===== src/hdl/dual_issue_pkg.sv =====
package dual_issue_pkg;

    localparam int DATA_W     = 32;
    localparam int REG_ADDR_W = 5;
    localparam int NUM_REGS   = 32;

    localparam logic [5:0] OP_SPECIAL = 6'h00;
    localparam logic [5:0] OP_ADDIU   = 6'h09;
    localparam logic [5:0] OP_ORI     = 6'h0d;
    localparam logic [5:0] OP_LUI     = 6'h0f;

    localparam logic [5:0] FN_SLL  = 6'h00;
    localparam logic [5:0] FN_ADDU = 6'h21;
    localparam logic [5:0] FN_SUBU = 6'h23;
    localparam logic [5:0] FN_AND  = 6'h24;
    localparam logic [5:0] FN_OR   = 6'h25;
    localparam logic [5:0] FN_XOR  = 6'h26;
    localparam logic [5:0] FN_SLT  = 6'h2a;

    typedef enum logic [3:0] {
        ALU_ADDU,
        ALU_SUBU,
        ALU_AND,
        ALU_OR,
        ALU_XOR,
        ALU_SLT,
        ALU_SLL,
        ALU_ADDIU,
        ALU_ORI,
        ALU_LUI
    } alu_op_e;

    typedef struct packed {
        logic [5:0]            op;
        logic [REG_ADDR_W-1:0] rs;
        logic [REG_ADDR_W-1:0] rt;
        logic [REG_ADDR_W-1:0] rd;
        logic [4:0]            shamt;
        logic [5:0]            funct;
    } r_type_t;

    typedef struct packed {
        logic [5:0]            op;
        logic [REG_ADDR_W-1:0] rs;
        logic [REG_ADDR_W-1:0] rt;
        logic [15:0]           imm;
    } i_type_t;

    // same word, two field layouts
    typedef union packed {
        r_type_t r;
        i_type_t i;
    } inst_u;

    typedef struct packed {
        logic [REG_ADDR_W-1:0] rs;
        logic [REG_ADDR_W-1:0] rt;
        logic                  uses_rs;
        logic                  uses_rt;
        logic                  reg_wen;
        logic [REG_ADDR_W-1:0] waddr;
        alu_op_e               alu_op;
        logic                  src_b_imm;
        // shift amount rides in imm_value when set
        logic                  src_a_shamt;
        logic [DATA_W-1:0]     imm_value;
    } lane_ctrl_t;

    typedef struct packed {
        logic              valid;
        lane_ctrl_t        ctrl;
        logic [DATA_W-1:0] rs_value;
        logic [DATA_W-1:0] rt_value;
    } exec_t;

    typedef struct packed {
        logic                  valid;
        logic                  reg_wen;
        logic [REG_ADDR_W-1:0] waddr;
        logic [DATA_W-1:0]     wdata;
    } retire_t;

endpackage


===== src/hdl/issue_ctrl.sv =====
module issue_ctrl #(
    parameter int FIFO_DEPTH = 8
) (
    input  dual_issue_pkg::lane_ctrl_t      master_i,
    input  dual_issue_pkg::lane_ctrl_t      slave_i,
    input  logic [$clog2(FIFO_DEPTH+1)-1:0] count_i,
    output logic                            slave_issue_o
);

    logic master_writes;
    logic raw_rs;
    logic raw_rt;

    // r0 never creates a dependency
    assign master_writes = master_i.reg_wen && (master_i.waddr != '0);
    assign raw_rs        = slave_i.uses_rs && (slave_i.rs == master_i.waddr);
    assign raw_rt        = slave_i.uses_rt && (slave_i.rt == master_i.waddr);

    assign slave_issue_o = (count_i >= 2) && !(master_writes && (raw_rs || raw_rt));

endmodule


===== config.mk =====
export PLATFORM = sky130hd
export DESIGN_NAME = issue_ctrl
export DESIGN_NICKNAME = d
export VERILOG_FILES = /design/src/hdl/dual_issue_pkg.sv /design/src/hdl/issue_ctrl.sv
export SDC_FILE = /design/constraint.sdc
export NUM_CORES = 1
export LEC_CHECK = 0
export CAP_MARGIN = 20
export CORE_AREA = 4 4 43 45
export DETAILED_ROUTE_END_ITERATION = 6
export DIE_AREA = 0 0 47 49
export DONT_BUFFER_PORTS = 1
export GPL_TIMING_DRIVEN = 1
export PLACE_DENSITY_LB_ADDON = 0.2
export SLEW_MARGIN = 40
export SYNTH_ARGS = -nofsm -noshare
export SYNTH_HDL_FRONTEND = slang
export SYNTH_SLANG_ARGS = --single-unit

===== constraint.sdc =====
create_clock -name vclk -period 1.1
set_input_delay 0.275 -clock vclk [all_inputs]
set_output_delay 0.275 -clock vclk [all_outputs]
set_load 0.02 [all_outputs]

==> impl_metrics.csv <==
group,metric,value,unit
run_status,status,"finished, violations left",
run_status,failed_checks,"negative setup slack",
cts,postCtsSetupRepairBufs,0,
grt,met1_usage,6.35,%
synth,syn_inst,20,
routing,viasPerCell,4.17,
pwr,ir_drop,0.000107,V
grt,grt_usage,4.50,%
routing,via_count,150,
finish,post-route-util,16.6,%
routing,route.detailed.drc,0,
die,core-area,1470,um2
setup_path,path_class,"input pin to primary output",
synth,syn_nets,136,
synth,netlist.area_leader.share,63.6,%
routing,drt_iter0_drc,0,
routing,wl,514,um
placement,place_ws,-145,ps
grt,grt_pass1_vias,191,
grt,overflow,0,
routing,detail-route-antenna-nets,0,
setup_path,cp_max_fo,3,
die,start_util,9.35,%
sta,setup_violations,1,
setup_path,crit_family,"compound AO/OA/AOI/OAI gates",
pwr,pwr-share-clk,0,%
grt,grt_max_degree,4,
synth,synthesis.area,138,um2
sta,period_needed,1160,ps
sta,slew_viol_final,0,
synth,synth_common_cells,"xnor2_1, nand2_1, nand4_1, nor3_1",
routing,routedWlPerCell,14.3,um
flow_run,drv_cap,0,
die,fp.dieH,49,um
die,rows,14,
setup_path,slowest_stage,"o22ai_2",
finish,antennaDiodeCount,0,
grt,grt_pass1_wl,807,um
sta,rsz0062_at_grt,"true",
setup_path,cpPeakStageDelay,220,ps
die,ioPinCount,117,
finish,flops_and_latches,0,
grt,grtUsageMet3,1.11,%
grt,antenna_found_initial,0,
sta,worst_slack,-57.2,ps
die,die_area,2300,um2
synth,yosysWarnings,0,
setup_path,worst_setup_path_start_kind,"input pin",
synth,synth.area.top_cells,"xnor2_1, nand4_1, nand2_1",
synth,synth_most_common_cell,"xnor2_1",
pwr,p_comb_share,100.0,%
grt,grt-busiest-layer,"met2",
finish,nets,138,
pwr,switching_share,27.5,%
finish,n_clock_buffer,0,
finish,syn_to_final_growth,77.3,%
pwr,powerDensity,307,nW/um2
sta,relSlewSlack,78.3,%
setup_path,cp_cell_sequence,"xnor2_4, nand4_1, o22ai_2, a31oi_4",
worst_hold_path,hold_class,"input pin to primary output",
setup_path,cp.arrival,880,ps
placement,port_buffers,0,
synth,synth-seq-area-share,0,%
finish,drive_gt1_share,40.0,%
placement,dp_hpwl,513,um
synth,syn_area_per_cell,6.88,um2
die,die_x,47,um
grt,met2_usage,7.24,%
routing,dr.pass1.iters,1,
pwr,internal_power,0.0543,mW
placement,gp_congestion,0.677,
synth,synth_top_area_cell,"xnor2_1",
setup_path,required,820,ps
pwr,p_sw,0.0206,mW
pwr,p_seq_share,0,%
setup_path,timing.critical_path.buf_inv,0,
sta,fmax,864,MHz
sta,hold_viol,0,
sta,fin_crit_sh,105,%
finish,seq_area,0,um2
synth,ys_types,7,
setup_path,end_kind,"primary output",
pwr,p_leak,0.0673,nW
sta,worstMarginPinSlew,324,ps
[path summary, 6_finish.rpt]
kind                startpoint       endpoint  cells after the start
setup / recovery  master_i[41]  slave_issue_o                      4
hold / removal    master_i[43]  slave_issue_o                      1
[layout by cell type, fill, tap and decap left out]
master   Yosys  layout
xnor2_1     10       5
nand2_1      3       3
xnor2_2      0       3
xnor2_4      0       2
nand4_1      2       2
nor2_1       1       1
nor3_2       0       1
o22ai_2      0       1
nor3_1       2       1
a31oi_4      0       1
[through the flow]
| step | cell area (um2) | hold WS, ps | power, mW | cells | setup TNS, ps |
|---|---|---|---|---|---|
| 3_3_place_gp | 186 | 707 | 0.0567 | 36 | -108 |
| 2_1_floorplan | 166 | 690 | 0.0523 | 20 | -6.47 |
| 5_1_grt | 244 | 660 | 0.0813 | 36 | -94.6 |
| 3_5_place_dp | 186 | 706 | 0.0582 | 36 | -145 |
| 4_1_cts | 228 | 664 | 0.0717 | 36 | -70.8 |
| 6_report | 244 | 655 | 0.0749 | 36 | -57.2 |
[timing repair]
item                       in CTS  in global routing
hold buffers                    0                  0
resized for setup               5                  2
pin swaps                       1                  4
setup endpoints to repair       1                  1
[logic make-up after synthesis]
family                    Yosys count  synth area share, %
xor gates and xnor gates           10                 63.6
and+or+nand+nor                     8                 27.3
AOI/OAI and AO/OA                   2                 9.10
[power by group through the flow]
stage               clock network [mW]  registers, mW  logic, mW
finish                               0              0     0.0749
CTS                                  0              0     0.0717
floorplan                            0              0     0.0523
global route                         0              0     0.0813
global placement                     0              0     0.0567
detailed placement                   0              0     0.0582
[per-layer routing]
metal | share of wire (%) | vias to the layer above
met5 | 0 | -
met4 | 0 | 0
met3 | 21 | 0
met2 | 40 | 19
met1 | 38 | 60
li1 | - | 71
[final cells by class]
type               instances  area, um2
well taps                 16       20.0
multi-input cells         20        224
fillers                  177       1230
Power figures use the tool's default switching activity.
