<file path="src/hdl/dual_issue_pkg.sv">
package dual_issue_pkg;

    localparam int DATA_W     = 32;
    localparam int REG_ADDR_W = 5;
    localparam int NUM_REGS   = 32;

    localparam logic [5:0] OP_SPECIAL = 6'h00;
    localparam logic [5:0] OP_ADDIU   = 6'h09;
    localparam logic [5:0] OP_ORI     = 6'h0d;
    localparam logic [5:0] OP_LUI     = 6'h0f;

    localparam logic [5:0] FN_SLL  = 6'h00;
    localparam logic [5:0] FN_ADDU = 6'h21;
    localparam logic [5:0] FN_SUBU = 6'h23;
    localparam logic [5:0] FN_AND  = 6'h24;
    localparam logic [5:0] FN_OR   = 6'h25;
    localparam logic [5:0] FN_XOR  = 6'h26;
    localparam logic [5:0] FN_SLT  = 6'h2a;

    typedef enum logic [3:0] {
        ALU_ADDU,
        ALU_SUBU,
        ALU_AND,
        ALU_OR,
        ALU_XOR,
        ALU_SLT,
        ALU_SLL,
        ALU_ADDIU,
        ALU_ORI,
        ALU_LUI
    } alu_op_e;

    typedef struct packed {
        logic [5:0]            op;
        logic [REG_ADDR_W-1:0] rs;
        logic [REG_ADDR_W-1:0] rt;
        logic [REG_ADDR_W-1:0] rd;
        logic [4:0]            shamt;
        logic [5:0]            funct;
    } r_type_t;

    typedef struct packed {
        logic [5:0]            op;
        logic [REG_ADDR_W-1:0] rs;
        logic [REG_ADDR_W-1:0] rt;
        logic [15:0]           imm;
    } i_type_t;

    // same word, two field layouts
    typedef union packed {
        r_type_t r;
        i_type_t i;
    } inst_u;

    typedef struct packed {
        logic [REG_ADDR_W-1:0] rs;
        logic [REG_ADDR_W-1:0] rt;
        logic                  uses_rs;
        logic                  uses_rt;
        logic                  reg_wen;
        logic [REG_ADDR_W-1:0] waddr;
        alu_op_e               alu_op;
        logic                  src_b_imm;
        // shift amount rides in imm_value when set
        logic                  src_a_shamt;
        logic [DATA_W-1:0]     imm_value;
    } lane_ctrl_t;

    typedef struct packed {
        logic              valid;
        lane_ctrl_t        ctrl;
        logic [DATA_W-1:0] rs_value;
        logic [DATA_W-1:0] rt_value;
    } exec_t;

    typedef struct packed {
        logic                  valid;
        logic                  reg_wen;
        logic [REG_ADDR_W-1:0] waddr;
        logic [DATA_W-1:0]     wdata;
    } retire_t;

endpackage

</file>
<file path="src/hdl/forward_unit.sv">
module forward_unit (
    input  logic [3:0][dual_issue_pkg::REG_ADDR_W-1:0] raddr_i,
    input  logic [3:0][dual_issue_pkg::DATA_W-1:0]     rf_data_i,
    input  dual_issue_pkg::retire_t                    ex_master_i,
    input  dual_issue_pkg::retire_t                    ex_slave_i,
    input  dual_issue_pkg::retire_t                    wb_master_i,
    input  dual_issue_pkg::retire_t                    wb_slave_i,
    output logic [3:0][dual_issue_pkg::DATA_W-1:0]     operand_o
);
    import dual_issue_pkg::*;

    function automatic logic hit(input retire_t src, input logic [REG_ADDR_W-1:0] addr);
        return src.valid && src.reg_wen && (src.waddr == addr);
    endfunction

    // youngest producer first
    always_comb begin
        for (int i = 0; i < 4; i++) begin
            if (raddr_i[i] == '0) begin
                operand_o[i] = '0;
            end else if (hit(ex_slave_i, raddr_i[i])) begin
                operand_o[i] = ex_slave_i.wdata;
            end else if (hit(ex_master_i, raddr_i[i])) begin
                operand_o[i] = ex_master_i.wdata;
            end else if (hit(wb_slave_i, raddr_i[i])) begin
                operand_o[i] = wb_slave_i.wdata;
            end else if (hit(wb_master_i, raddr_i[i])) begin
                operand_o[i] = wb_master_i.wdata;
            end else begin
                operand_o[i] = rf_data_i[i];
            end
        end
    end

endmodule

</file>
<file path="config.mk">
export PLATFORM = sky130hd
export DESIGN_NAME = forward_unit
export DESIGN_NICKNAME = d
export VERILOG_FILES = /design/src/hdl/dual_issue_pkg.sv /design/src/hdl/forward_unit.sv
export SDC_FILE = /design/constraint.sdc
export NUM_CORES = 1
export LEC_CHECK = 0
export BUFFER_PORTS_ARGS = -buffer_cell sky130_fd_sc_hd__buf_2
export CAP_MARGIN = 20
export CORE_AREA = 2 2 170 172
export DETAILED_ROUTE_END_ITERATION = 16
export DIE_AREA = 0 0 172 174
export PLACE_DENSITY = 0.51
export SLEW_MARGIN = 20
export SYNTH_ARGS = -nofsm -noshare
export SYNTH_HDL_FRONTEND = slang
export SYNTH_SLANG_ARGS = --single-unit
</file>
<file path="constraint.sdc">
create_clock -name vclk -period 3.3
set_input_delay 0.66 -clock vclk [all_inputs]
set_output_delay 0.66 -clock vclk [all_outputs]
set_load 0.1 [all_outputs]
</file>
==> metrics.md <==
| Metric | Value |
|---|---|
| Global-route wire length before repair | 78.2 mm |
| DRT Pass-1 Iters | 7 |
| WS Path Type | input pin to output pin |
| Row Count | 62 |
| Vias | 12,500 |
| RSZ-0062 raised after global routing | yes |
| Drt first-iter violations | 1,337 |
| Area occupied by registers | 0 um^2 |
| Pin count of the biggest net entering global routing | 35 |
| Post-place setup slack | -0.187 ns |
| Register area share after synthesis | 0% |
| Ys Warns | 0 |
| CP Launch Point | raddr_i[14] |
| Largest area contributor in the netlist | o311ai_1 |
| Chip Width | 172 um |
| Hold crit path type | input pin to output pin |
| Synthesis-to-finish area growth | 106% |
| Syn Inst Count | 1,174 |
| Synth top area share | 12.8% |
| WL per Instance | 28.1 um |
| Layout cells sized above 1 | 50.4% |
| Max-cap violations | 0 |
| Maximum vdd drop | 168 uV |
| Seq cells | 0 |
| Pleak | 5.66 nW |
| Slew headroom | 54.9% |
| # hold bufs at CTS | 0 |
| Final HPWL DP | 42.5 mm |
| Post-route ant nets | 0 |
| Worst hold stages | 4 |
| Most frequent cell after synthesis | clkbuf_1 |
| Routed vias/inst | 6.26 |
| Failing checks | negative setup slack |
| Synth Cell Area | 0.00732 mm^2 |
| Power Density | 204 mW/mm^2 |
| Fmax | 299 MHz |
| Routability cong. | 0.944 |
| Hold Startpoint | ex_master_i[10] |
| Crit path launch type | input pin |
| Synth cell types | 34 |
| Period utilization | 101% |
| Hold slack | 1.80 ns |
| Ranking of synthesized cells by area | o311ai_1, a21boi_0, a31oi_1, clkbuf_1, nand2_1 |
| Final Hold Fails | 0 |
| Port bufs | 432 |
| Pins Over Slew Limit | 0 |
| Critical Path AT | 2.69 ns |
| Layout Nets | 1,915 |
| Drc violations | 0 |
| CP required | 2.64 ns |
| Top-Level Pins | 432 |
| Starting density of the core | 25.9% |
| CP endpoint kind | output pin |
| Core area | 0.0282 mm^2 |
| Die H | 174 um |
| Fin worst setup slack | -0.0451 ns |
| Final wirelength | 56.3 mm |
| Top cells by count, synth | clkbuf_1, nand2_1, o311ai_1 |
| Area of the multi-input gates | 0.00883 mm^2 |
| Mapped Nets | 1,478 |
| Vias in the first global route | 12,100 |
| Syn avg cell area | 6.24 um^2 |
| Total grt overflow | 0 |
| Outcome | complete, but fails checks |
| Tightest Pin Transition | 0.657 ns |
| Total GRT Usage | 34.8% |
| Fillcell total | 2,716 |
| Hold Path Sink | operand_o[106] |
| Initial antenna violation count | 10 |
| Clkbuf count | 0 |
| Largest fanout on the critical path | 28 |
| Die ar. | 0.0299 mm^2 |
| Min Clock Period, post-route | 3.35 ns |
| # setup viols final | 6 |
==> placed cells by master, fill, tap and decap left out, types with 34 or more instances in the layout <==
cell      synthesis  routed
o21ai_0          96      82
a21boi_0         96      96
nand2_1         138     134
buf_4             4     135
nand3_1          99      96
buf_2            13     301
a31oi_4           0      96
o311ai_1        107      78
xor2_1           40      36
buf_12            0     142
nor3_1          100     100
inv_1            34      34
==> where the power goes <==
part | total (W) | leakage (nW) | internal (W) | switching [W]
combinational | 0.00308 | 5.66 | 0.00112 | 0.00196
clock | 0.000000000365 | 0.0000570 | 0.000000000365 | 0
sequential | 0 | 0 | 0 | 0
total | 0.00308 | 5.66 | 0.00112 | 0.00196
==> layer usage <==
| layer | share of wire, % | vias to the layer above | global-route usage, % |
|---|---|---|---|
| met3 | 9.7 | 167 | 6.26 |
| met5 | 0.027 | - | 0 |
| met4 | 5.3 | 2 | 16.7 |
| li1 | - | 5431 | - |
| met2 | 47 | 884 | 57.9 |
| met1 | 38 | 6046 | 42.9 |
==> per-stage QoR <==
| step | util [%] | TNS (ns) | area (um^2) | instances | power, W |
|---|---|---|---|---|---|
| global route | 53.4 | -0.447 | 15100 | 1999 | 0.00316 |
| global placement | 51.2 | -0.731 | 14500 | 1979 | 0.00298 |
| finish | 53.5 | -0.116 | 15100 | 2002 | 0.00308 |
| detailed placement | 51.2 | -1.50 | 14500 | 1979 | 0.00299 |
| floorplan | - | -8.70 | 9230 | 1174 | 0.00178 |
| CTS | 51.6 | 0 | 14600 | 1986 | 0.00300 |
==> worst max-delay path, cell delays in order <==
cell	delay, ns
buf_2	0.17
xnor2_2	0.19
and3_2	0.25
buf_12	0.16
a21boi_0	0.38
o311ai_1	0.16
buf_4	0.16
a31oi_4	0.19
buf_4	0.32
==> area by class of cell <==
class	instances	share of cell area, %
inverters	34	0.845
well taps	384	3.18
repair buffers	600	37.3
multi-input cells	975	58.5
diodes	9	0.149
==> how the worst max path moves through the flow <==
stage,endpoint,slack [ns],cells past startpoint
4_1_cts,operand_o[60],0.006,9
2_1_floorplan,operand_o[32],-0.28,9
5_1_grt,operand_o[101],-0.07,9
3_5_place_dp,operand_o[120],-0.19,10
6_report,operand_o[86],-0.05,9
3_3_place_gp,operand_o[120],-0.15,10
==> what timing repair did <==
item / CTS / global route
gates resized for setup: 17 / 89
pin swaps: 7 / 7
endpoints found under the setup margin: 45 / 87
setup buffers: 8 / 4
gates cloned: 0 / 4
==> cells by family (layout without fill, tap and decap cells) <==
family | count (synthesis) | count (layout) | share of synthesized area (%)
xor+xnor | 78 | 78 | 9.33
buf+inv | 200 | 634 | 11.5
mux | 32 | 32 | 4.37
simple gates | 414 | 415 | 28.3
compound gates | 450 | 450 | 46.6
other cells | 0 | 9 | 0
No activity file was read; power rests on OpenSTA's default activity.
