--- config.mk ---
export PLATFORM = sky130hd
export DESIGN_NAME = inst_fifo
export DESIGN_NICKNAME = d
export VERILOG_FILES = /design/src/hdl/dual_issue_pkg.sv /design/src/hdl/inst_fifo.sv
export SDC_FILE = /design/constraint.sdc
export NUM_CORES = 1
export LEC_CHECK = 0
export BUFFER_PORTS_ARGS = -buffer_cell sky130_fd_sc_hd__buf_2
export CAP_MARGIN = 10
export CORE_UTILIZATION = 55
export CTS_BUF_LIST = sky130_fd_sc_hd__clkbuf_8
export DETAILED_ROUTE_END_ITERATION = 12
export GPL_TIMING_DRIVEN = 0
export PLACE_DENSITY = 0.8
export SYNTH_ARGS = -nofsm -noshare
export SYNTH_HDL_FRONTEND = slang
export SYNTH_SLANG_ARGS = --single-unit
export TNS_END_PERCENT = 5
--- constraint.sdc ---
create_clock -name clk -period 4.1 [get_ports clk]
set_input_delay 0.41 -clock clk [delete_from_list [all_inputs] [get_ports clk]]
set_output_delay 0.41 -clock clk [all_outputs]
set_load 0.02 [all_outputs]
--- src/hdl/dual_issue_pkg.sv ---
package dual_issue_pkg;

    localparam int DATA_W     = 32;
    localparam int REG_ADDR_W = 5;
    localparam int NUM_REGS   = 32;

    localparam logic [5:0] OP_SPECIAL = 6'h00;
    localparam logic [5:0] OP_ADDIU   = 6'h09;
    localparam logic [5:0] OP_ORI     = 6'h0d;
    localparam logic [5:0] OP_LUI     = 6'h0f;

    localparam logic [5:0] FN_SLL  = 6'h00;
    localparam logic [5:0] FN_ADDU = 6'h21;
    localparam logic [5:0] FN_SUBU = 6'h23;
    localparam logic [5:0] FN_AND  = 6'h24;
    localparam logic [5:0] FN_OR   = 6'h25;
    localparam logic [5:0] FN_XOR  = 6'h26;
    localparam logic [5:0] FN_SLT  = 6'h2a;

    typedef enum logic [3:0] {
        ALU_ADDU,
        ALU_SUBU,
        ALU_AND,
        ALU_OR,
        ALU_XOR,
        ALU_SLT,
        ALU_SLL,
        ALU_ADDIU,
        ALU_ORI,
        ALU_LUI
    } alu_op_e;

    typedef struct packed {
        logic [5:0]            op;
        logic [REG_ADDR_W-1:0] rs;
        logic [REG_ADDR_W-1:0] rt;
        logic [REG_ADDR_W-1:0] rd;
        logic [4:0]            shamt;
        logic [5:0]            funct;
    } r_type_t;

    typedef struct packed {
        logic [5:0]            op;
        logic [REG_ADDR_W-1:0] rs;
        logic [REG_ADDR_W-1:0] rt;
        logic [15:0]           imm;
    } i_type_t;

    // same word, two field layouts
    typedef union packed {
        r_type_t r;
        i_type_t i;
    } inst_u;

    typedef struct packed {
        logic [REG_ADDR_W-1:0] rs;
        logic [REG_ADDR_W-1:0] rt;
        logic                  uses_rs;
        logic                  uses_rt;
        logic                  reg_wen;
        logic [REG_ADDR_W-1:0] waddr;
        alu_op_e               alu_op;
        logic                  src_b_imm;
        // shift amount rides in imm_value when set
        logic                  src_a_shamt;
        logic [DATA_W-1:0]     imm_value;
    } lane_ctrl_t;

    typedef struct packed {
        logic              valid;
        lane_ctrl_t        ctrl;
        logic [DATA_W-1:0] rs_value;
        logic [DATA_W-1:0] rt_value;
    } exec_t;

    typedef struct packed {
        logic                  valid;
        logic                  reg_wen;
        logic [REG_ADDR_W-1:0] waddr;
        logic [DATA_W-1:0]     wdata;
    } retire_t;

endpackage

--- src/hdl/inst_fifo.sv ---
module inst_fifo #(
    parameter int FIFO_DEPTH = 8
) (
    input  logic                            clk,
    input  logic                            arst_n_i,
    input  logic                            push_i,
    input  dual_issue_pkg::inst_u           push_data_i,
    input  logic                            pop_one_i,
    input  logic                            pop_two_i,
    output dual_issue_pkg::inst_u           head_o,
    output dual_issue_pkg::inst_u           next_o,
    output logic [$clog2(FIFO_DEPTH+1)-1:0] count_o,
    output logic                            full_o
);
    import dual_issue_pkg::*;

    localparam int PTR_W = $clog2(FIFO_DEPTH);
    localparam int CNT_W = $clog2(FIFO_DEPTH + 1);

    inst_u            mem_q [FIFO_DEPTH];
    logic [PTR_W-1:0] rd_ptr_q;
    logic [PTR_W-1:0] wr_ptr_q;
    logic [PTR_W-1:0] rd_next_ptr;
    logic [CNT_W-1:0] count_q;
    logic             do_push;
    logic [1:0]       pop_num;

    assign full_o  = (count_q == CNT_W'(FIFO_DEPTH));
    assign do_push = push_i && !full_o;
    // pop_two wins, the top never raises both
    assign pop_num = pop_two_i ? 2'd2 : {1'b0, pop_one_i};

    always_ff @(posedge clk) begin
        if (do_push) begin
            mem_q[wr_ptr_q] <= push_data_i;
        end
    end

    always_ff @(posedge clk or negedge arst_n_i) begin
        if (!arst_n_i) begin
            wr_ptr_q <= '0;
            rd_ptr_q <= '0;
            count_q  <= '0;
        end else begin
            wr_ptr_q <= wr_ptr_q + PTR_W'(do_push);
            rd_ptr_q <= rd_ptr_q + PTR_W'(pop_num);
            count_q  <= count_q + CNT_W'(do_push) - CNT_W'(pop_num);
        end
    end

    // pointers wrap on their own since depth is a power of two
    assign rd_next_ptr = rd_ptr_q + PTR_W'(1);
    assign head_o      = mem_q[rd_ptr_q];
    assign next_o      = mem_q[rd_next_ptr];
    assign count_o     = count_q;

endmodule

==> impl_results.md <==
* Synth cell types at 33
* Slew Limit Fails at 0
* Syn_area_per_cell at 16.80 um^2
* Gpl congestion at 0.7773
* Synthesized flop and latch total at 266
* Rel. slew slack at 36.11%
* Crit Path Class: flip-flop to output port
* Top-count cell post-synth: edfxtp_1
* Finished Cell Area at 0.01466 mm^2
* Clk_lat worst skew at 550 ps
* Routed len/inst at 26.89 um
* Initial core utilization at 56.17%
* Iter 0 DRT Violations at 902
* HPWL after detailed placement at 21.46 mm
* NumNets Final at 969
* Cell row count at 55
* # IOs at 106
* Worst-Margin Slew at ~960 ps
* Synth async-reset ratio at under 10%
* CP required at 3690 ps
* Final Hold Viols at 0
* Clock skew at 20.54 ps
* Top sig layer: met4
* RSZ-0062 raised after global routing: no
* CTS buffer count at 41
* Max_cap viols at 0
* Post-CTS sizing at 0
* Die Y at 154.1 um
* R2r worst-path depth at 8
* Arr. time, crit path at 3320 ps
* Total track usage at 28.67%
* Vias in the first global route at 8506
* Ys flop type: edfxtp_1
* Largest net degree at the start of global routing at 25
* Global route overflow at 0
* Routed Antenna Nets at 0
* Post-synthesis sequential area ratio at 62.42%
* Reg-to-Reg End: mem_q[0][17]
* Worst Path Max Fanout at 10
* DRC at 0
* EDFF count, synth at around 260
* Metal3 WL at 3.664 mm
* TritonCTS clock tree: built
* Share of layout cells above drive strength 1 at 32.95%
* Tcrit/Tclk final at 90.93%
* Vias at 8182
* Final Routed Wirelength at 33.38 mm
* R2R Setup Slk at 1560 ps
* Post-CTS Setup Inserts at 0
* Reg2reg start: count_o[2]
* Worst Setup SP: rd_ptr_q[0]
* Htree depth at 2
* Clock transition at path regs at 70 ps
* Post-DR vias/cell at 6.593
* Top cells by area, synth: edfxtp_1, mux4_2, mux2i_1
* Area after DPL at ~0.014 mm^2
* P&R area growth vs syn at 15.26%
* Synth warn at 0
* Root buf cell: clkbuf_8
* Die width at 154.1 um
* Cell area after synthesis at between 0.01 and 0.015 mm^2
* Final setup violating endpoints at 0
* CTS sink cnt at around 270
* Synth top cells by count: edfxtp_1, and3_1, mux2i_1, mux4_2, nor2b_1
* Area leader, netlist: edfxtp_1
* Die ar. at 0.02373 mm^2
* Share of the synthesized area in the top cell type at 60.45%
* Worst Setup Start Kind: flip-flop
* CTS max path bufs at 3
* Syn Inst Count at 757
* Met1 wire length at about 12 mm
* Post-Syn Nets at 806
* Detail Route met2 WL at 16.03 mm
* Hold Path Class: input pin to flip-flop
* CP Capture Type: output port
* Core area at ~0.023 mm^2
* Final min period at 3728 ps
* CP endpoint: next_o[11]
* Pre-antenna DRT Iters at 5
* Port bufs at 105
* Status: completed
* Max Clk Rate at 268.2 MHz
* First-pass GRT wire length at approximately 49 mm
* Initial antenna violation count at 3
[cell usage in the layout, fill, tap and decap left out, drive strengths merged, types with 2 or more instances in the layout]
cell     count
xor2         4
xnor2        2
nor2         6
diode        3
and3        64
and2b        3
nor3         2
buf        150
clkinv      17
nand2        2
clkbuf      78
nand2b       2
mux2i       64
inv         20
fa           2
mux4        64
edfxtp     256
nor2b       62
a2111oi     64
nor4        32
dfrtp       10
ha          10
mux2        32
[area by class of cell]
| cell class | instances | area, um^2 |
|---|---|---|
| clock inverters | 32 | 128.9 |
| inverters | 6 | 22.52 |
| fillers | 1548 | 7983 |
| repair buffers | 120 | 787.0 |
| diodes | 3 | 7.507 |
| multi-input cells | 420 | 4462 |
| clock buffers | 44 | 605.6 |
| well taps | 285 | 356.6 |
| plain buffers | 65 | 350.3 |
| flip-flops and latches | 266 | 7938 |
[flip-flops by register name, summed over array words and instances (netlist names)]
signal / count
count_o: 4
mem_q: 256
rd_ptr_q: 3
wr_ptr_q: 3
[critical path, cell delays in order, from the launching register on]
cell and delay, ps:
dfrtp_1 470, ha_1 300, xnor2_2 440, clkbuf_1 580
a2111oi_0 180, nor4_1 540, buf_2 270
[logic make-up after synthesis]
kind of cell | after synthesis | synth area share (%)
adders and majority gates | 12 | 1.299
AOI/OAI and AO/OA | 66 | 4.595
DFF | 266 | 62.42
buffers and inverters | 71 | 2.932
muxes | 160 | 19.21
xor gates and xnor gates | 6 | 0.5314
and+or+nand+nor | 176 | 9.022
[per-stage QoR]
stage	instances	setup TNS, ps	util [%]	worst slack [ps]	hold slack, ps
floorplan	757	0	-	377.7	114.4
global placement	1147	-116240	60.07	-1653	283.8
detailed placement	1161	0	61.42	1068	295.1
CTS	1238	0	64.71	471.9	110.0
global route	1240	0	64.73	240.8	121.5
finish	1241	0	64.74	371.9	128.3
[what timing repair did]
action                                  4_1_cts  5_1_grt
hold buffers                                  1        0
hold endpoints to repair                     10        0
endpoints found under the setup margin        0        0
[how the worst min path moves through the flow]
stage | startpoint | to | cells after the start
2_1_floorplan | arst_n_i | count_o[0] | 0
3_3_place_gp | arst_n_i | count_o[0] | 1
3_5_place_dp | arst_n_i | count_o[3] | 1
4_1_cts | push_data_i[21] | mem_q[4][21] | 1
5_1_grt | push_data_i[1] | mem_q[0][1] | 1
6_report | push_data_i[7] | mem_q[1][7] | 1
[routing by layer]
metal / up-vias / track usage [%]
li1: 3467 / -
met1: 3998 / 38.08
met2: 609 / 46.10
met3: 108 / 5.891
met4: 0 / 12.67
met5: - / 0
Power is left out: the tool's default activity adds up to more than one toggle a clock period on the data nets, which glitch-free logic cannot reach.
