===== src/hdl/dual_issue_pkg.sv =====
package dual_issue_pkg;

    localparam int DATA_W     = 32;
    localparam int REG_ADDR_W = 5;
    localparam int NUM_REGS   = 32;

    localparam logic [5:0] OP_SPECIAL = 6'h00;
    localparam logic [5:0] OP_ADDIU   = 6'h09;
    localparam logic [5:0] OP_ORI     = 6'h0d;
    localparam logic [5:0] OP_LUI     = 6'h0f;

    localparam logic [5:0] FN_SLL  = 6'h00;
    localparam logic [5:0] FN_ADDU = 6'h21;
    localparam logic [5:0] FN_SUBU = 6'h23;
    localparam logic [5:0] FN_AND  = 6'h24;
    localparam logic [5:0] FN_OR   = 6'h25;
    localparam logic [5:0] FN_XOR  = 6'h26;
    localparam logic [5:0] FN_SLT  = 6'h2a;

    typedef enum logic [3:0] {
        ALU_ADDU,
        ALU_SUBU,
        ALU_AND,
        ALU_OR,
        ALU_XOR,
        ALU_SLT,
        ALU_SLL,
        ALU_ADDIU,
        ALU_ORI,
        ALU_LUI
    } alu_op_e;

    typedef struct packed {
        logic [5:0]            op;
        logic [REG_ADDR_W-1:0] rs;
        logic [REG_ADDR_W-1:0] rt;
        logic [REG_ADDR_W-1:0] rd;
        logic [4:0]            shamt;
        logic [5:0]            funct;
    } r_type_t;

    typedef struct packed {
        logic [5:0]            op;
        logic [REG_ADDR_W-1:0] rs;
        logic [REG_ADDR_W-1:0] rt;
        logic [15:0]           imm;
    } i_type_t;

    // same word, two field layouts
    typedef union packed {
        r_type_t r;
        i_type_t i;
    } inst_u;

    typedef struct packed {
        logic [REG_ADDR_W-1:0] rs;
        logic [REG_ADDR_W-1:0] rt;
        logic                  uses_rs;
        logic                  uses_rt;
        logic                  reg_wen;
        logic [REG_ADDR_W-1:0] waddr;
        alu_op_e               alu_op;
        logic                  src_b_imm;
        // shift amount rides in imm_value when set
        logic                  src_a_shamt;
        logic [DATA_W-1:0]     imm_value;
    } lane_ctrl_t;

    typedef struct packed {
        logic              valid;
        lane_ctrl_t        ctrl;
        logic [DATA_W-1:0] rs_value;
        logic [DATA_W-1:0] rt_value;
    } exec_t;

    typedef struct packed {
        logic                  valid;
        logic                  reg_wen;
        logic [REG_ADDR_W-1:0] waddr;
        logic [DATA_W-1:0]     wdata;
    } retire_t;

endpackage


===== src/hdl/alu.sv =====
module alu (
    input  dual_issue_pkg::exec_t   lane_i,
    output dual_issue_pkg::retire_t result_o
);
    import dual_issue_pkg::*;

    localparam int SH_W = $clog2(DATA_W);

    logic [DATA_W-1:0] src_a;
    logic [DATA_W-1:0] src_b;
    logic [DATA_W-1:0] res;
    logic              less;

    assign src_a = lane_i.ctrl.src_a_shamt ? lane_i.ctrl.imm_value : lane_i.rs_value;
    assign src_b = lane_i.ctrl.src_b_imm ? lane_i.ctrl.imm_value : lane_i.rt_value;
    assign less  = $signed(src_a) < $signed(src_b);

    always_comb begin
        case (lane_i.ctrl.alu_op)
            ALU_ADDU, ALU_ADDIU: res = src_a + src_b;
            ALU_SUBU:            res = src_a - src_b;
            ALU_AND:             res = src_a & src_b;
            ALU_OR, ALU_ORI:     res = src_a | src_b;
            ALU_XOR:             res = src_a ^ src_b;
            ALU_SLT:             res = {{(DATA_W-1){1'b0}}, less};
            ALU_SLL:             res = src_b << src_a[SH_W-1:0];
            // immediate already sits in the upper half
            ALU_LUI:             res = src_b;
            default:             res = '0;
        endcase
    end

    always_comb begin
        result_o.valid   = lane_i.valid;
        result_o.reg_wen = lane_i.ctrl.reg_wen;
        result_o.waddr   = lane_i.ctrl.waddr;
        result_o.wdata   = res;
    end

endmodule


===== config.mk =====
export PLATFORM = sky130hd
export DESIGN_NAME = alu
export DESIGN_NICKNAME = d
export VERILOG_FILES = /design/src/hdl/dual_issue_pkg.sv /design/src/hdl/alu.sv
export SDC_FILE = /design/constraint.sdc
export NUM_CORES = 1
export LEC_CHECK = 0
export CAP_MARGIN = 15
export CORE_MARGIN = 5
export CORE_UTILIZATION = 50
export DETAILED_ROUTE_END_ITERATION = 7
export DONT_BUFFER_PORTS = 1
export PLACE_DENSITY = 0.69
export REMOVE_ABC_BUFFERS = 1
export SETUP_SLACK_MARGIN = 0.4
export SLEW_MARGIN = 20
export SYNTH_ARGS = -nofsm -noshare
export SYNTH_HDL_FRONTEND = slang
export SYNTH_SLANG_ARGS = --single-unit

===== constraint.sdc =====
create_clock -name vclk -period 7
set_clock_uncertainty 0.15 [all_clocks]
set_input_delay 1.4 -clock vclk [all_inputs]
set_output_delay 1.4 -clock vclk [all_outputs]
set_load 0.01 [all_outputs]

==> results of run 1 <==
## how the worst max path moves through the flow
stage,cells past startpoint,to
finish,13,result_o[0]
global placement,14,result_o[24]
floorplan,12,result_o[19]
CTS,14,result_o[24]
global route,14,result_o[28]
detailed placement,14,result_o[24]
## kinds of logic after synthesis
group / Yosys count
mux: 109
buf+inv: 179
compound gates: 385
fa+ha+maj: 104
xor+xnor: 14
simple gates: 304
## final cells by class
class | instances | area (um2) | share of cell area
Timing Repair Buffer | 31 | 233 | 0.0307
Inverter | 93 | 349 | 0.0460
Tap cell | 184 | 230 | 0.0303
Multi-Input combinational cell | 916 | 6780 | 0.893
## power groups by stage
stage	Clock (W)	Combinational, W	Sequential, W
6_report	0	0.000821	0
4_1_cts	0	0.000803	0
3_3_place_gp	0	0.000793	0
2_1_floorplan	0	0.000592	0
3_5_place_dp	0	0.000799	0
5_1_grt	0	0.000894	0
## routing by layer
layer  GRT usage  vias up  routed length, um
met2       0.455      427              11900
li1            -     3943                  -
met4      0.0618        0                642
met1       0.383     3890              11300
met3      0.0463       53               2500
met5           0        -                  0
## placed cells by master, fill, tap and decap left out, types with 8 or more instances in the layout
master / count
o311ai_0: 8
a21o_1: 14
o211ai_1: 28
nand2b_1: 13
ha_1: 102
nand2_1: 73
o21ai_0: 64
a211oi_1: 18
nor2b_1: 8
mux2i_1: 75
xnor2_1: 13
a221oi_1: 16
a21oi_1: 97
mux2i_2: 11
and3_1: 9
nor3_1: 21
mux2_4: 8
nand3_1: 16
nor2_1: 116
o221ai_1: 16
buf_4: 31
inv_2: 12
a222oi_1: 15
o21ai_1: 14
or3_1: 17
a22oi_1: 15
o21bai_1: 10
inv_1: 80
## what timing repair did
action | in CTS | in global routing
resized for setup | 0 | 3
hold endpoints to repair | 0 | 0
endpoints found under the setup margin | 0 | 5
## stage by stage
stage | setup WS, ns | power, W | hold WS [ns] | std cells | TNS, ns
after CTS | 0.417 | 0.000803 | 2.65 | 1224 | 0
after detailed placement | 0.422 | 0.000799 | 2.65 | 1224 | 0
after global placement | 0.469 | 0.000793 | 2.65 | 1224 | 0
after floorplan | -0.927 | 0.000592 | 2.65 | 1009 | -13.96
after global routing | 0.421 | 0.000894 | 2.65 | 1224 | 0
final | 0.569 | 0.000821 | 2.65 | 1224 | 0
==> flow_summary.json, run 1 <==
{
  "clockBufferCount": 0,
  "worstPathRequired_ns": 5.45,
  "max-slew-margin-rel": 0.378,
  "hold_viol": 0,
  "end_kind": "output port",
  "synth_top_family_by_area": "compound AO/OA/AOI/OAI gates",
  "critical-path-top-delay-family": "compound AO/OA/AOI/OAI gates",
  "synthSimpleGateAreaFrac": 0.187,
  "drive_gt1_frac": 0.0981,
  "drcViolationCount": 0,
  "holdPathEnd": "result_o[32]",
  "die_x_um": 133,
  "p_per_area_mw_per_mm2": 108,
  "status": "completed",
  "period_needed_ns": 6.43,
  "overflow": 0,
  "cts_setup_buffers": 0,
  "hold_path.startpoint": "lane_i[102]",
  "cp_num_buf_inv": 1,
  "core_mm2": 0.0146,
  "cp-start-kind": "input pin",
  "grt_pass1_wl_um": 41100,
  "finalMaxSlewViolations": 0,
  "fillers": 1524,
  "synth.area.top_cells": "ha_1, mux2i_1, a21oi_1",
  "clkPwrFrac": 0,
  "antenna_left": 0,
  "slowest_delay_ns": 0.49,
  "num_antenna_cells": 0,
  "antenna_found_initial": 0,
  "critical_path_class": "input pin to output port",
  "holdPathStages": 0,
  "fin_area_mm2": 0.00759,
  "grt_pass1_vias": 7688,
  "placed_area_mm2": 0.00758,
  "synthAdderAreaFrac": 0.175,
  "seq_cells": 0,
  "power_leakage_nw": 3.38,
  "path_max_fanout": 32,
  "finalSetupViolCount": 0,
  "synth_area_mm2": 0.00753,
  "viasPerCell": 6.79,
  "synthXorXnorAreaFrac": 0.0163,
  "die_y_um": 133,
  "firstDrtPassIters": 6,
  "worst_ir_drop_vdd_mv": 0.0483,
  "grt_max_degree": 41,
  "wire_per_inst_um": 21.5,
  "vias": 8313,
  "synth_cell_types": 79,
  "seqPwrFrac": 0,
  "cp_cell_sequence": "mux2_2 -> ha_1 -> fa_1 -> o21bai_1 -> nand2_1 -> a21oi_1 -> o21ai_1 -> a31oi_2 -> a21oi_1 -> o21ai_1 -> nor2b_1 -> o311ai_0 -> buf_4",
  "syn_area_per_cell_um2": 6.87,
  "hp-class": "input pin to output port",
  "p_switching_w": 0.000520,
  "synthMuxAreaShare": 0.167,
  "swShare": 0.633,
  "first_iter_violations": 867,
  "grt_usage": 0.278,
  "synth.top_cell.area_share": 0.170,
  "nets": 1267,
  "synth_compound_area_frac": 0.348,
  "worstSetupStartpoint": "lane_i[97]",
  "yosys.cell_count.top_type": "nor2_1",
  "ys_seq_area_frac": 0,
  "dp_hpwl_um": 20500,
  "regArea_um2": 0,
  "comb_power_share": 1.000,
  "numPortBuffers": 0,
  "tightest_slew_ns": 0.926,
  "routabilityCongestion": 0.950,
  "yosys_warnings": 0,
  "initial_core_util": 0.514,
  "fmaxAchievable_ghz": 0.155,
  "die_area_mm2": 0.0176,
  "syn_to_final_growth_pct": 0.881,
  "synthCells": 1095,
  "drv_cap": 0,
  "synth_common_cells": "nor2_1, ha_1, a21oi_1",
  "row_count": 44,
  "rsz0062_at_grt": "false",
  "synth_top_area_cell": "ha_1",
  "fin_util": 0.518,
  "wl_um": 26300,
  "io_pins": 160,
  "crit_arrival_ns": 4.88,
  "p_int_w": 0.000301,
  "cts_hold_buf": 0,
  "fin_crit_sh": 0.919,
  "crit_slowest_cell": "fa_1"
}
No activity file was read; power rests on OpenSTA's default activity.
==> inputs of run 2 (changes only) <==
- ABC_AREA: unset -> 1
==> flow_summary.json, run 2 <==
{
  "hold_viol": 0,
  "worstPathRequired_ns": 5.45,
  "grt_pass1_vias": 10600,
  "antenna_found_initial": 0,
  "drv_cap": 0,
  "initial_core_util": 0.513,
  "drive_gt1_frac": 0.0329,
  "fmaxAchievable_ghz": 0.169,
  "p_switching_w": 0.000690,
  "rsz0062_at_grt": "false",
  "drcViolationCount": 0,
  "hp-class": "input pin to output port",
  "synth_common_cells": "nand2_1, nand3_1, inv_1",
  "die_area_mm2": 0.0206,
  "clockBufferCount": 0,
  "synth_cell_types": 42,
  "synth_area_mm2": 0.00890,
  "regArea_um2": 0,
  "status": "completed",
  "grt_usage": 0.365,
  "io_pins": 160,
  "synthCells": 1798,
  "setup_tns_ns": 0,
  "synth.top_cell.area_share": 0.238,
  "final_cell_mix": "nand2_1, nand3_1, inv_1",
  "finalSetupViolCount": 0,
  "row_count": 48,
  "cp-start-kind": "input pin",
  "swShare": 0.723,
  "finalMaxSlewViolations": 0,
  "p_total_w": 0.000955,
  "ys_seq_area_frac": 0,
  "tightest_slew_ns": 0.912,
  "synth_compound_area_frac": 0.157,
  "syn_to_final_growth_pct": -0.141,
  "post_cts_resized": 0,
  "clkPwrFrac": 0,
  "fin_crit_sh": 0.846,
  "synthXorXnorAreaFrac": 0.000984,
  "placed_area_mm2": 0.00889,
  "yosys_warnings": 0,
  "comb_power_share": 1.000,
  "dp_hpwl_um": 32000,
  "firstDrtPassIters": 6,
  "synthMuxAreaShare": 0,
  "grt_pass1_wl_um": 58900,
  "worst_ir_drop_vdd_mv": 0.0586,
  "fin_area_mm2": 0.00889,
  "synthSimpleGateAreaFrac": 0.532,
  "synth_top_area_cell": "nand2_1",
  "p_int_w": 0.000265,
  "antenna_left": 0,
  "numPortBuffers": 0,
  "overflow": 0,
  "vias": 11900,
  "die_y_um": 143,
  "seq_cells": 0,
  "first_iter_violations": 1362,
  "seqPwrFrac": 0,
  "period_needed_ns": 5.93,
  "cts_setup_buffers": 0,
  "critical_path_class": "input pin to output port",
  "p_per_area_mw_per_mm2": 108,
  "synth_top_family_by_area": "simple AND/OR/NAND/NOR gates",
  "power_leakage_nw": 4.90,
  "num_antenna_cells": 0,
  "routabilityCongestion": 1.01,
  "cts_hold_buf": 0,
  "wl_um": 39100,
  "core_mm2": 0.0174,
  "grt_max_degree": 42,
  "wire_per_inst_um": 20.0,
  "crit_arrival_ns": 4.38,
  "max-slew-margin-rel": 0.391,
  "holdWs_ns": 2.65,
  "synthAdderAreaFrac": 0.148,
  "nets": 1961,
  "path_max_fanout": 37,
  "final_common_cell": "nand2_1",
  "viasPerCell": 6.07,
  "yosys.cell_count.top_type": "nand2_1",
  "end_kind": "output port",
  "synth.area.top_cells": "nand2_1, nand3_1, ha_1",
  "syn_area_per_cell_um2": 4.95,
  "die_x_um": 143
}
run 2: routing by layer:
metal,up-vias,global-route usage,wire [um]
met3,75,0.0589,4870
met2,739,0.574,16900
met1,5378,0.517,16100
met5,-,0,0
met4,0,0.0986,1260
li1,5708,-,-
run 2: cell families after synthesis:
family          after synthesis
simple gates               1103
buf+inv                     351
compound gates              239
fa+ha+maj                   104
xor+xnor                      1
run 2: worst paths after layout:
path	endpoint	start	cells past startpoint	slack, ns
min	result_o[35]	lane_i[105]	0	2.65
max	result_o[0]	lane_i[97]	15	1.07
run 2: final cells by class:
type                            instances  area (um2)
Timing Repair Buffer                   16         120
Fill cell                            2022        8470
Multi-Input combinational cell       1447        7460
Tap cell                              225         282
Inverter                              271        1020
run 2: critical path: stages:
cell and delay, ns:
inv_4 0.14, o21ai_0 0.64, inv_1 0.21, ha_1 0.33
buf_4 0.17, inv_1 0.15, a21oi_1 0.20, o21ai_0 0.16
a21oi_1 0.24, nor2_1 0.07, nor2_1 0.17, nand2_1 0.07
nand2_1 0.06, nand3_1 0.15, nand2_1 0.19
run 2: power by group through the flow:
stage / Clock, W / Combinational [W] / Sequential (W)
2_1_floorplan: 0 / 0.000655 / 0
3_3_place_gp: 0 / 0.000910 / 0
3_5_place_dp: 0 / 0.000918 / 0
4_1_cts: 0 / 0.000922 / 0
5_1_grt: 0 / 0.00105 / 0
6_report: 0 / 0.000955 / 0
run 2: stage by stage:
step	utilization	worst slack, ns	instances
final	0.512	1.07	1959
after global routing	0.512	0.814	1959
after CTS	0.512	1.20	1959
after detailed placement	0.512	1.21	1959
after global placement	0.512	1.21	1959
after floorplan	-	1.60	1718
