## config.mk

```make
export PLATFORM = sky130hd
export DESIGN_NAME = inst_decoder
export DESIGN_NICKNAME = d
export VERILOG_FILES = /design/src/hdl/dual_issue_pkg.sv /design/src/hdl/inst_decoder.sv
export SDC_FILE = /design/constraint.sdc
export NUM_CORES = 1
export LEC_CHECK = 0
export ABC_CLOCK_PERIOD_IN_PS = 2100
export BUFFER_PORTS_ARGS = -buffer_cell sky130_fd_sc_hd__clkbuf_2
export CORE_MARGIN = 2
export CORE_UTILIZATION = 29
export DETAILED_ROUTE_END_ITERATION = 10
export PLACE_DENSITY = 0.76
export SLEW_MARGIN = 20
export SYNTH_ARGS = -nofsm -noshare
export SYNTH_HDL_FRONTEND = slang
export SYNTH_SLANG_ARGS = --single-unit
```

## constraint.sdc

```tcl
create_clock -name vclk -period 2.1
set_clock_uncertainty 0.1 [all_clocks]
set_input_delay 0.315 -clock vclk [all_inputs]
set_output_delay 0.315 -clock vclk [all_outputs]
set_load 0.01 [all_outputs]
```

## src/hdl/dual_issue_pkg.sv

```systemverilog
package dual_issue_pkg;

    localparam int DATA_W     = 32;
    localparam int REG_ADDR_W = 5;
    localparam int NUM_REGS   = 32;

    localparam logic [5:0] OP_SPECIAL = 6'h00;
    localparam logic [5:0] OP_ADDIU   = 6'h09;
    localparam logic [5:0] OP_ORI     = 6'h0d;
    localparam logic [5:0] OP_LUI     = 6'h0f;

    localparam logic [5:0] FN_SLL  = 6'h00;
    localparam logic [5:0] FN_ADDU = 6'h21;
    localparam logic [5:0] FN_SUBU = 6'h23;
    localparam logic [5:0] FN_AND  = 6'h24;
    localparam logic [5:0] FN_OR   = 6'h25;
    localparam logic [5:0] FN_XOR  = 6'h26;
    localparam logic [5:0] FN_SLT  = 6'h2a;

    typedef enum logic [3:0] {
        ALU_ADDU,
        ALU_SUBU,
        ALU_AND,
        ALU_OR,
        ALU_XOR,
        ALU_SLT,
        ALU_SLL,
        ALU_ADDIU,
        ALU_ORI,
        ALU_LUI
    } alu_op_e;

    typedef struct packed {
        logic [5:0]            op;
        logic [REG_ADDR_W-1:0] rs;
        logic [REG_ADDR_W-1:0] rt;
        logic [REG_ADDR_W-1:0] rd;
        logic [4:0]            shamt;
        logic [5:0]            funct;
    } r_type_t;

    typedef struct packed {
        logic [5:0]            op;
        logic [REG_ADDR_W-1:0] rs;
        logic [REG_ADDR_W-1:0] rt;
        logic [15:0]           imm;
    } i_type_t;

    // same word, two field layouts
    typedef union packed {
        r_type_t r;
        i_type_t i;
    } inst_u;

    typedef struct packed {
        logic [REG_ADDR_W-1:0] rs;
        logic [REG_ADDR_W-1:0] rt;
        logic                  uses_rs;
        logic                  uses_rt;
        logic                  reg_wen;
        logic [REG_ADDR_W-1:0] waddr;
        alu_op_e               alu_op;
        logic                  src_b_imm;
        // shift amount rides in imm_value when set
        logic                  src_a_shamt;
        logic [DATA_W-1:0]     imm_value;
    } lane_ctrl_t;

    typedef struct packed {
        logic              valid;
        lane_ctrl_t        ctrl;
        logic [DATA_W-1:0] rs_value;
        logic [DATA_W-1:0] rt_value;
    } exec_t;

    typedef struct packed {
        logic                  valid;
        logic                  reg_wen;
        logic [REG_ADDR_W-1:0] waddr;
        logic [DATA_W-1:0]     wdata;
    } retire_t;

endpackage

```

## src/hdl/inst_decoder.sv

```systemverilog
module inst_decoder (
    input  dual_issue_pkg::inst_u      inst_i,
    output dual_issue_pkg::lane_ctrl_t ctrl_o
);
    import dual_issue_pkg::*;

    always_comb begin
        ctrl_o        = '0;
        ctrl_o.rs     = inst_i.r.rs;
        ctrl_o.rt     = inst_i.r.rt;
        ctrl_o.alu_op = ALU_ADDU;
        case (inst_i.r.op)
            OP_SPECIAL: begin
                ctrl_o.waddr   = inst_i.r.rd;
                ctrl_o.uses_rs = 1'b1;
                ctrl_o.uses_rt = 1'b1;
                ctrl_o.reg_wen = 1'b1;
                case (inst_i.r.funct)
                    FN_ADDU: ctrl_o.alu_op = ALU_ADDU;
                    FN_SUBU: ctrl_o.alu_op = ALU_SUBU;
                    FN_AND:  ctrl_o.alu_op = ALU_AND;
                    FN_OR:   ctrl_o.alu_op = ALU_OR;
                    FN_XOR:  ctrl_o.alu_op = ALU_XOR;
                    FN_SLT:  ctrl_o.alu_op = ALU_SLT;
                    FN_SLL: begin
                        // rt shifted by shamt, rs is not read
                        ctrl_o.alu_op      = ALU_SLL;
                        ctrl_o.uses_rs     = 1'b0;
                        ctrl_o.src_a_shamt = 1'b1;
                        ctrl_o.imm_value   = {{(DATA_W-5){1'b0}}, inst_i.r.shamt};
                    end
                    default: begin
                        ctrl_o.uses_rs = 1'b0;
                        ctrl_o.uses_rt = 1'b0;
                        ctrl_o.reg_wen = 1'b0;
                    end
                endcase
            end
            OP_ADDIU: begin
                ctrl_o.waddr     = inst_i.i.rt;
                ctrl_o.uses_rs   = 1'b1;
                ctrl_o.reg_wen   = 1'b1;
                ctrl_o.src_b_imm = 1'b1;
                ctrl_o.alu_op    = ALU_ADDIU;
                ctrl_o.imm_value = {{(DATA_W-16){inst_i.i.imm[15]}}, inst_i.i.imm};
            end
            OP_ORI: begin
                ctrl_o.waddr     = inst_i.i.rt;
                ctrl_o.uses_rs   = 1'b1;
                ctrl_o.reg_wen   = 1'b1;
                ctrl_o.src_b_imm = 1'b1;
                ctrl_o.alu_op    = ALU_ORI;
                ctrl_o.imm_value = {{(DATA_W-16){1'b0}}, inst_i.i.imm};
            end
            OP_LUI: begin
                ctrl_o.waddr     = inst_i.i.rt;
                ctrl_o.reg_wen   = 1'b1;
                ctrl_o.src_b_imm = 1'b1;
                ctrl_o.alu_op    = ALU_LUI;
                ctrl_o.imm_value = {inst_i.i.imm, {(DATA_W-16){1'b0}}};
            end
            default: begin
                ctrl_o.reg_wen = 1'b0;
            end
        endcase
    end

endmodule

```

==> flow_summary.toml, run 1 <==
[synth]
synthSimpleGateAreaFrac_pct = 35.54
yosys-top-cells-count = "a21o_1 (16), and2_1 (13), buf_4 (12)"
synth_xor_xnor_area_share_pct = 2.500
adder_cell_share_of_the_synthesized_area_pct = 0
synth_seq_area_share_pct = 0
post_synth_main_area_contributors = "a21o_1 (17%), buf_4 (13%), and2_1 (12%)"
synth-warning-count = 0
synthMuxAreaShare_pct = 0
synth_fp_nets = 133
synth_largest_type_area_fraction_pct = 17.14
yosys.cell_types.count = 31
synth_top_family_by_area = "compound AO/OA/AOI/OAI gates"
mappedNetlistArea_um2 = 700.7
synth_compound_gate_area_share_pct = 41.61
synth_largest_area_cell = "a21o_1"
synth.avg_cell_area_um2 = 6.937
synthMostInstantiatedCell = "a21o_1"
syn_inst = 101

[die]
floorplan.rows = 17
io_pins = 88
die_height_um = 53.16
initial_core_util_pct = 31.08
die_width_um = 53.16
standard_cell_core_area_um2 = 2255
area_of_the_die_um2 = 2825

[hold_path]
hold_ep = "ctrl_o[53]"
min_delay_path_depth = 0
hp-start = "inst_i[23]"
min_path_type = "in -> out"

[timing]
max_freq_mhz = 504.8
rsz0062_at_grt = "false"
tightest_slew_ns = 0.2841
setup-tns-final_ns = 0
final_hold_viol_count = 0
maxSlewViolCount = 0
holdWs_ns = 0.5300
timing.final.crit_share_pct = 94.34
setup_viol = 0
timing.slew.headroom_pct = 80.99
period_needed_ns = 1.981

[global_routing]
grt_start_max_net_pins = 13
grt_util_all_layers_pct = 17.04
antenna_violations_before_repair = 0
first_global_vias = 818
total_congestion_overflow = 0
grt_first_pass_wirelength_um = 3726

[route]
drc_errors = 0
wl_um = 2479
wl_per_cell_um = 12.33
postRouteAntennaNets = 0
number_of_vias_after_detailed_routing = 1019
dr.pass1.iters = 4
first_iter_violations = 14
avgViaCountPerCell = 5.070

[placement]
place_hpwl_um = 2043
placement.io_buffers = 78
routabilityCongestion = 0.7895

[setup_path]
start_kind = "input pin"
critPathMaxFanout = 4
critPathMostFrequentCell = "clkbuf_2"
timing.critical_path.to_type = "output pin"
cpPeakStageDelay_ns = 0.43
required_time_reported_for_the_critical_path_endpoint_ns = 1.68
cp_data_arrival_time_ns = 1.57
path_cells = "clkbuf_2 -> or3_4 -> nor2_1 -> buf_4 -> a22o_1 -> clkbuf_2"
cpMaxStageDelayCell = "or3_4"
setup_crit_path_kind = "in -> out"

[layout]
final-seq-area_um2 = 0
final_net_count = 207
layout_stage_area_growth_over_the_synthesis_result_pct = 59.64
drive_above_1_share_pct = 58.96
clkbuf_count = 0
sequential_cell_total = 0
antenna_cell_count = 0

[clock_network]
hold_buffers = 0
post-cts-setup-buffer-count = 0
post_cts_resized = 0

[job]
max_cap_violations = 0

[pwr]
ir_worst_vdd_mv = 0.07709
power.static_leakage_nw = 0.7750
powerDensity_nw_per_um2 = 106.6

[status]
run_status = "finished, final reports clean"
where the power goes:
part	internal (mW)	total [mW]	switching, mW	leakage, nW
Sequential	0	0	0	0
Combinational	0.0553	0.119	0.0639	0.775
Clock	0	0	0	0
Total	0.0553	0.119	0.0639	0.775
layer usage:
layer / part of all wire [%] / global-route usage [%] / vias to the layer above / wire, um
li1: - / - / 505 / -
met1: 46 / 25.84 / 456 / 1142
met2: 44 / 27.92 / 56 / 1102
met3: 9.2 / 0.5650 / 2 / 227
met4: 0.24 / 0.4274 / 0 / 6
met5: 0 / 0 / - / 0
stage by stage:
stage | power (mW) | area (um2) | util (%) | std cells | setup slack [ns]
detailed placement | 0.1193 | 1116 | 49.50 | 201 | 0.06964
CTS | 0.1198 | 1116 | 49.50 | 201 | 0.06265
global placement | 0.1179 | 1116 | 49.50 | 201 | 0.08895
floorplan | 0.07166 | 700.7 | - | 101 | 0.2342
finish | 0.1192 | 1119 | 49.61 | 201 | 0.1189
global route | 0.1312 | 1119 | 49.61 | 201 | 0.002665
worst max-delay path, delay by kind of cell:
kind / cells / cell delay [ns]
AO/OA/AOI/OAI: 1 / 0.13
buffers and inverters: 3 / 0.41
AND/OR/NAND/NOR: 2 / 0.70
cells in the final DEF, fill, tap and decap left out, types with 3 or more instances in the layout:
| master | n |
|---|---|
| nor2_1 | 3 |
| nor3_1 | 4 |
| buf_4 | 14 |
| nand3_1 | 3 |
| and3_1 | 3 |
| a22o_1 | 9 |
| clkbuf_2 | 78 |
| nand2_1 | 4 |
| a21o_1 | 16 |
| and2_1 | 11 |
cell families after synthesis:
kind of cell              Yosys count
xor gates and xnor gates            2
and+or+nand+nor                    39
AOI/OAI and AO/OA                  37
buffers and inverters              23
worst max-delay path by stage:
stage / startpoint / endpoint / slack (ns) / cells after the start
floorplan: inst_i[0] / ctrl_o[0] / 0.23 / 6
global placement: inst_i[27] / ctrl_o[19] / 0.09 / 7
detailed placement: inst_i[27] / ctrl_o[25] / 0.07 / 7
CTS: inst_i[27] / ctrl_o[25] / 0.06 / 7
global route: inst_i[27] / ctrl_o[41] / 0.003 / 6
finish: inst_i[27] / ctrl_o[40] / 0.12 / 6
layout make-up:
class                           count  area [um2]
Fill cell                         250        1136
Tap cell                           28       35.03
Inverter                            2       7.507
Multi-Input combinational cell     78       560.5
Timing Repair Buffer               93       515.5
Power figures use the tool's default switching activity.
==> inputs of run 2 (changes only) <==
ABC_AREA = 1   (was unset)
PLACE_DENSITY = 0.72   (was 0.76)
SETUP_SLACK_MARGIN = 0.3   (was unset)
==> run 2 against run 1 <==
Net effect: critical path type unchanged; critical path depth up 1; critical endpoint is now ctrl_o[17]; largest cell class unchanged; wire length up 10%; combinational power up 8%.
==> flow_summary.toml, run 2 <==
[status]
run_status = "finished, final reports clean"

[route]
avgViaCountPerCell = 4.708
postRouteAntennaNets = 0
dr.pass1.iters = 4
drc_errors = 0
number_of_vias_after_detailed_routing = 1097
wl_per_cell_um = 11.70
wl_um = 2727
first_iter_violations = 25

[synth]
synth_largest_area_cell = "nand2_1"
synth_seq_area_share_pct = 0
yosys-top-cells-count = "nand2_1 (37), inv_1 (21), a21oi_1 (11), o22ai_1 (11)"
synth.avg_cell_area_um2 = 5.824
synth_fp_nets = 168
synth_largest_type_area_fraction_pct = 17.54
synthMostInstantiatedCell = "nand2_1"
syn_inst = 136
synth-warning-count = 0
yosys.cell_types.count = 20
mappedNetlistArea_um2 = 792.0
post_synth_main_area_contributors = "nand2_1 (18%), o22ai_2 (14%), inv_1 (10%)"

[clock_network]
hold_buffers = 0

[die]
initial_core_util_pct = 31.40
floorplan.rows = 18
area_of_the_die_um2 = 3165
die_width_um = 56.26
die_height_um = 56.26
standard_cell_core_area_um2 = 2522
io_pins = 88

[layout]
final-seq-area_um2 = 0
clkbuf_count = 0
num-fill-cells = 305
antenna_cell_count = 0
layout.cells.most_common = "clkbuf_2"
drive_above_1_share_pct = 53.20
top_library_cells_by_usage_in_the_layout_fill_and_taps_aside = "clkbuf_2 (78), nand2_1 (36), inv_1 (20), a21oi_1 (11), o22ai_1 (11)"
sequential_cell_total = 0
layout_stage_area_growth_over_the_synthesis_result_pct = 44.55
final_net_count = 237
final_area_um2 = 1145

[pwr]
power_report.internal_total_mw = 0.04839
p_clk_share_pct = 0
power.static_leakage_nw = 0.7707
netSwitchingPower_mw = 0.08031
switching_share_pct = 62.40
powerDensity_nw_per_um2 = 112.4
sequentialPowerShare_pct = 0
report.power.total_mw = 0.1287
combPwrFrac_pct = 100.0
ir_worst_vdd_mv = 0.06452

[timing]
final_hold_viol_count = 0
period_needed_ns = 1.739
timing.slew.headroom_pct = 80.90
max_freq_mhz = 574.9
rsz0062_at_grt = "true"
timing.final.crit_share_pct = 82.83
holdWs_ns = 0.5300
setup_viol = 0
tightest_slew_ns = 0.2858
setup-tns-final_ns = 0
maxSlewViolCount = 0

[setup_path]
cp_data_arrival_time_ns = 1.32
critPathMaxFanout = 17
setup_crit_path_kind = "in -> out"
timing.critical_path.to_type = "output pin"
start_kind = "input pin"
required_time_reported_for_the_critical_path_endpoint_ns = 1.68

[placement]
postPlaceCellArea_um2 = 1124
place_hpwl_um = 2204
routabilityCongestion = 0.8141
placement.io_buffers = 78

[global_routing]
antenna_violations_before_repair = 0
grt_start_max_net_pins = 21
first_global_vias = 978
grt_first_pass_wirelength_um = 4367
grt_util_all_layers_pct = 16.23
total_congestion_overflow = 0

[hold_path]
min_path_type = "in -> out"

[job]
max_cap_violations = 0
run 2: kinds of logic after synthesis:
kind of cell | after synthesis | share of synthesized area, %
compound gates | 32 | 30.49
buf+inv | 42 | 27.80
simple gates | 62 | 41.71
run 2: critical path, cell delays in order:
cell and delay (ns):
clkbuf_2 0.09, inv_2 0.06, nand2_4 0.08, nor2_8 0.14, nand3_4 0.24, o22ai_1 0.23
clkbuf_2 0.16
run 2: area by class of cell:
type | instances | area [um2] | share of cell area (%)
inverters | 27 | 101.3 | 8.852
repair buffers | 82 | 424.2 | 37.05
multi-input cells | 94 | 581.8 | 50.82
well taps | 30 | 37.54 | 3.279
run 2: final timing paths:
| kind | cells past startpoint | slack, ns | from | endpoint |
|---|---|---|---|---|
| worst max-delay path | 7 | 0.36 | inst_i[30] | ctrl_o[17] |
| worst min-delay path | 0 | 0.53 | inst_i[23] | ctrl_o[53] |
run 2: metal layers:
| metal | track usage (%) | part of all wire [%] | up-vias |
|---|---|---|---|
| li1 | - | - | 576 |
| met1 | 19.23 | 41 | 473 |
| met2 | 31.26 | 49 | 46 |
| met3 | 3.456 | 9.6 | 2 |
| met4 | 0.3401 | 0.15 | 0 |
| met5 | 0 | 0 | - |
run 2: through the flow:
step | worst slack [ns] | util (%) | cells
floorplan | 0.6273 | - | 136
global placement | 0.2923 | 44.54 | 232
detailed placement | 0.3027 | 44.54 | 232
CTS | 0.3212 | 44.84 | 233
global route | 0.2681 | 45.39 | 233
finish | 0.3606 | 45.39 | 233
run 2: power by group through the flow:
| stage | Combinational [mW] | Clock [mW] | Sequential, mW |
|---|---|---|---|
| after floorplan | 0.0856 | 0 | 0 |
| after global placement | 0.126 | 0 | 0 |
| after detailed placement | 0.127 | 0 | 0 |
| after CTS | 0.128 | 0 | 0 |
| after global routing | 0.143 | 0 | 0 |
| final | 0.129 | 0 | 0 |
run 2: what timing repair did:
item / CTS / global route
setup endpoints to repair: 1 / 23
setup buffers: 1 / 0
resized for setup: 0 / 5
pin swaps: 1 / 1
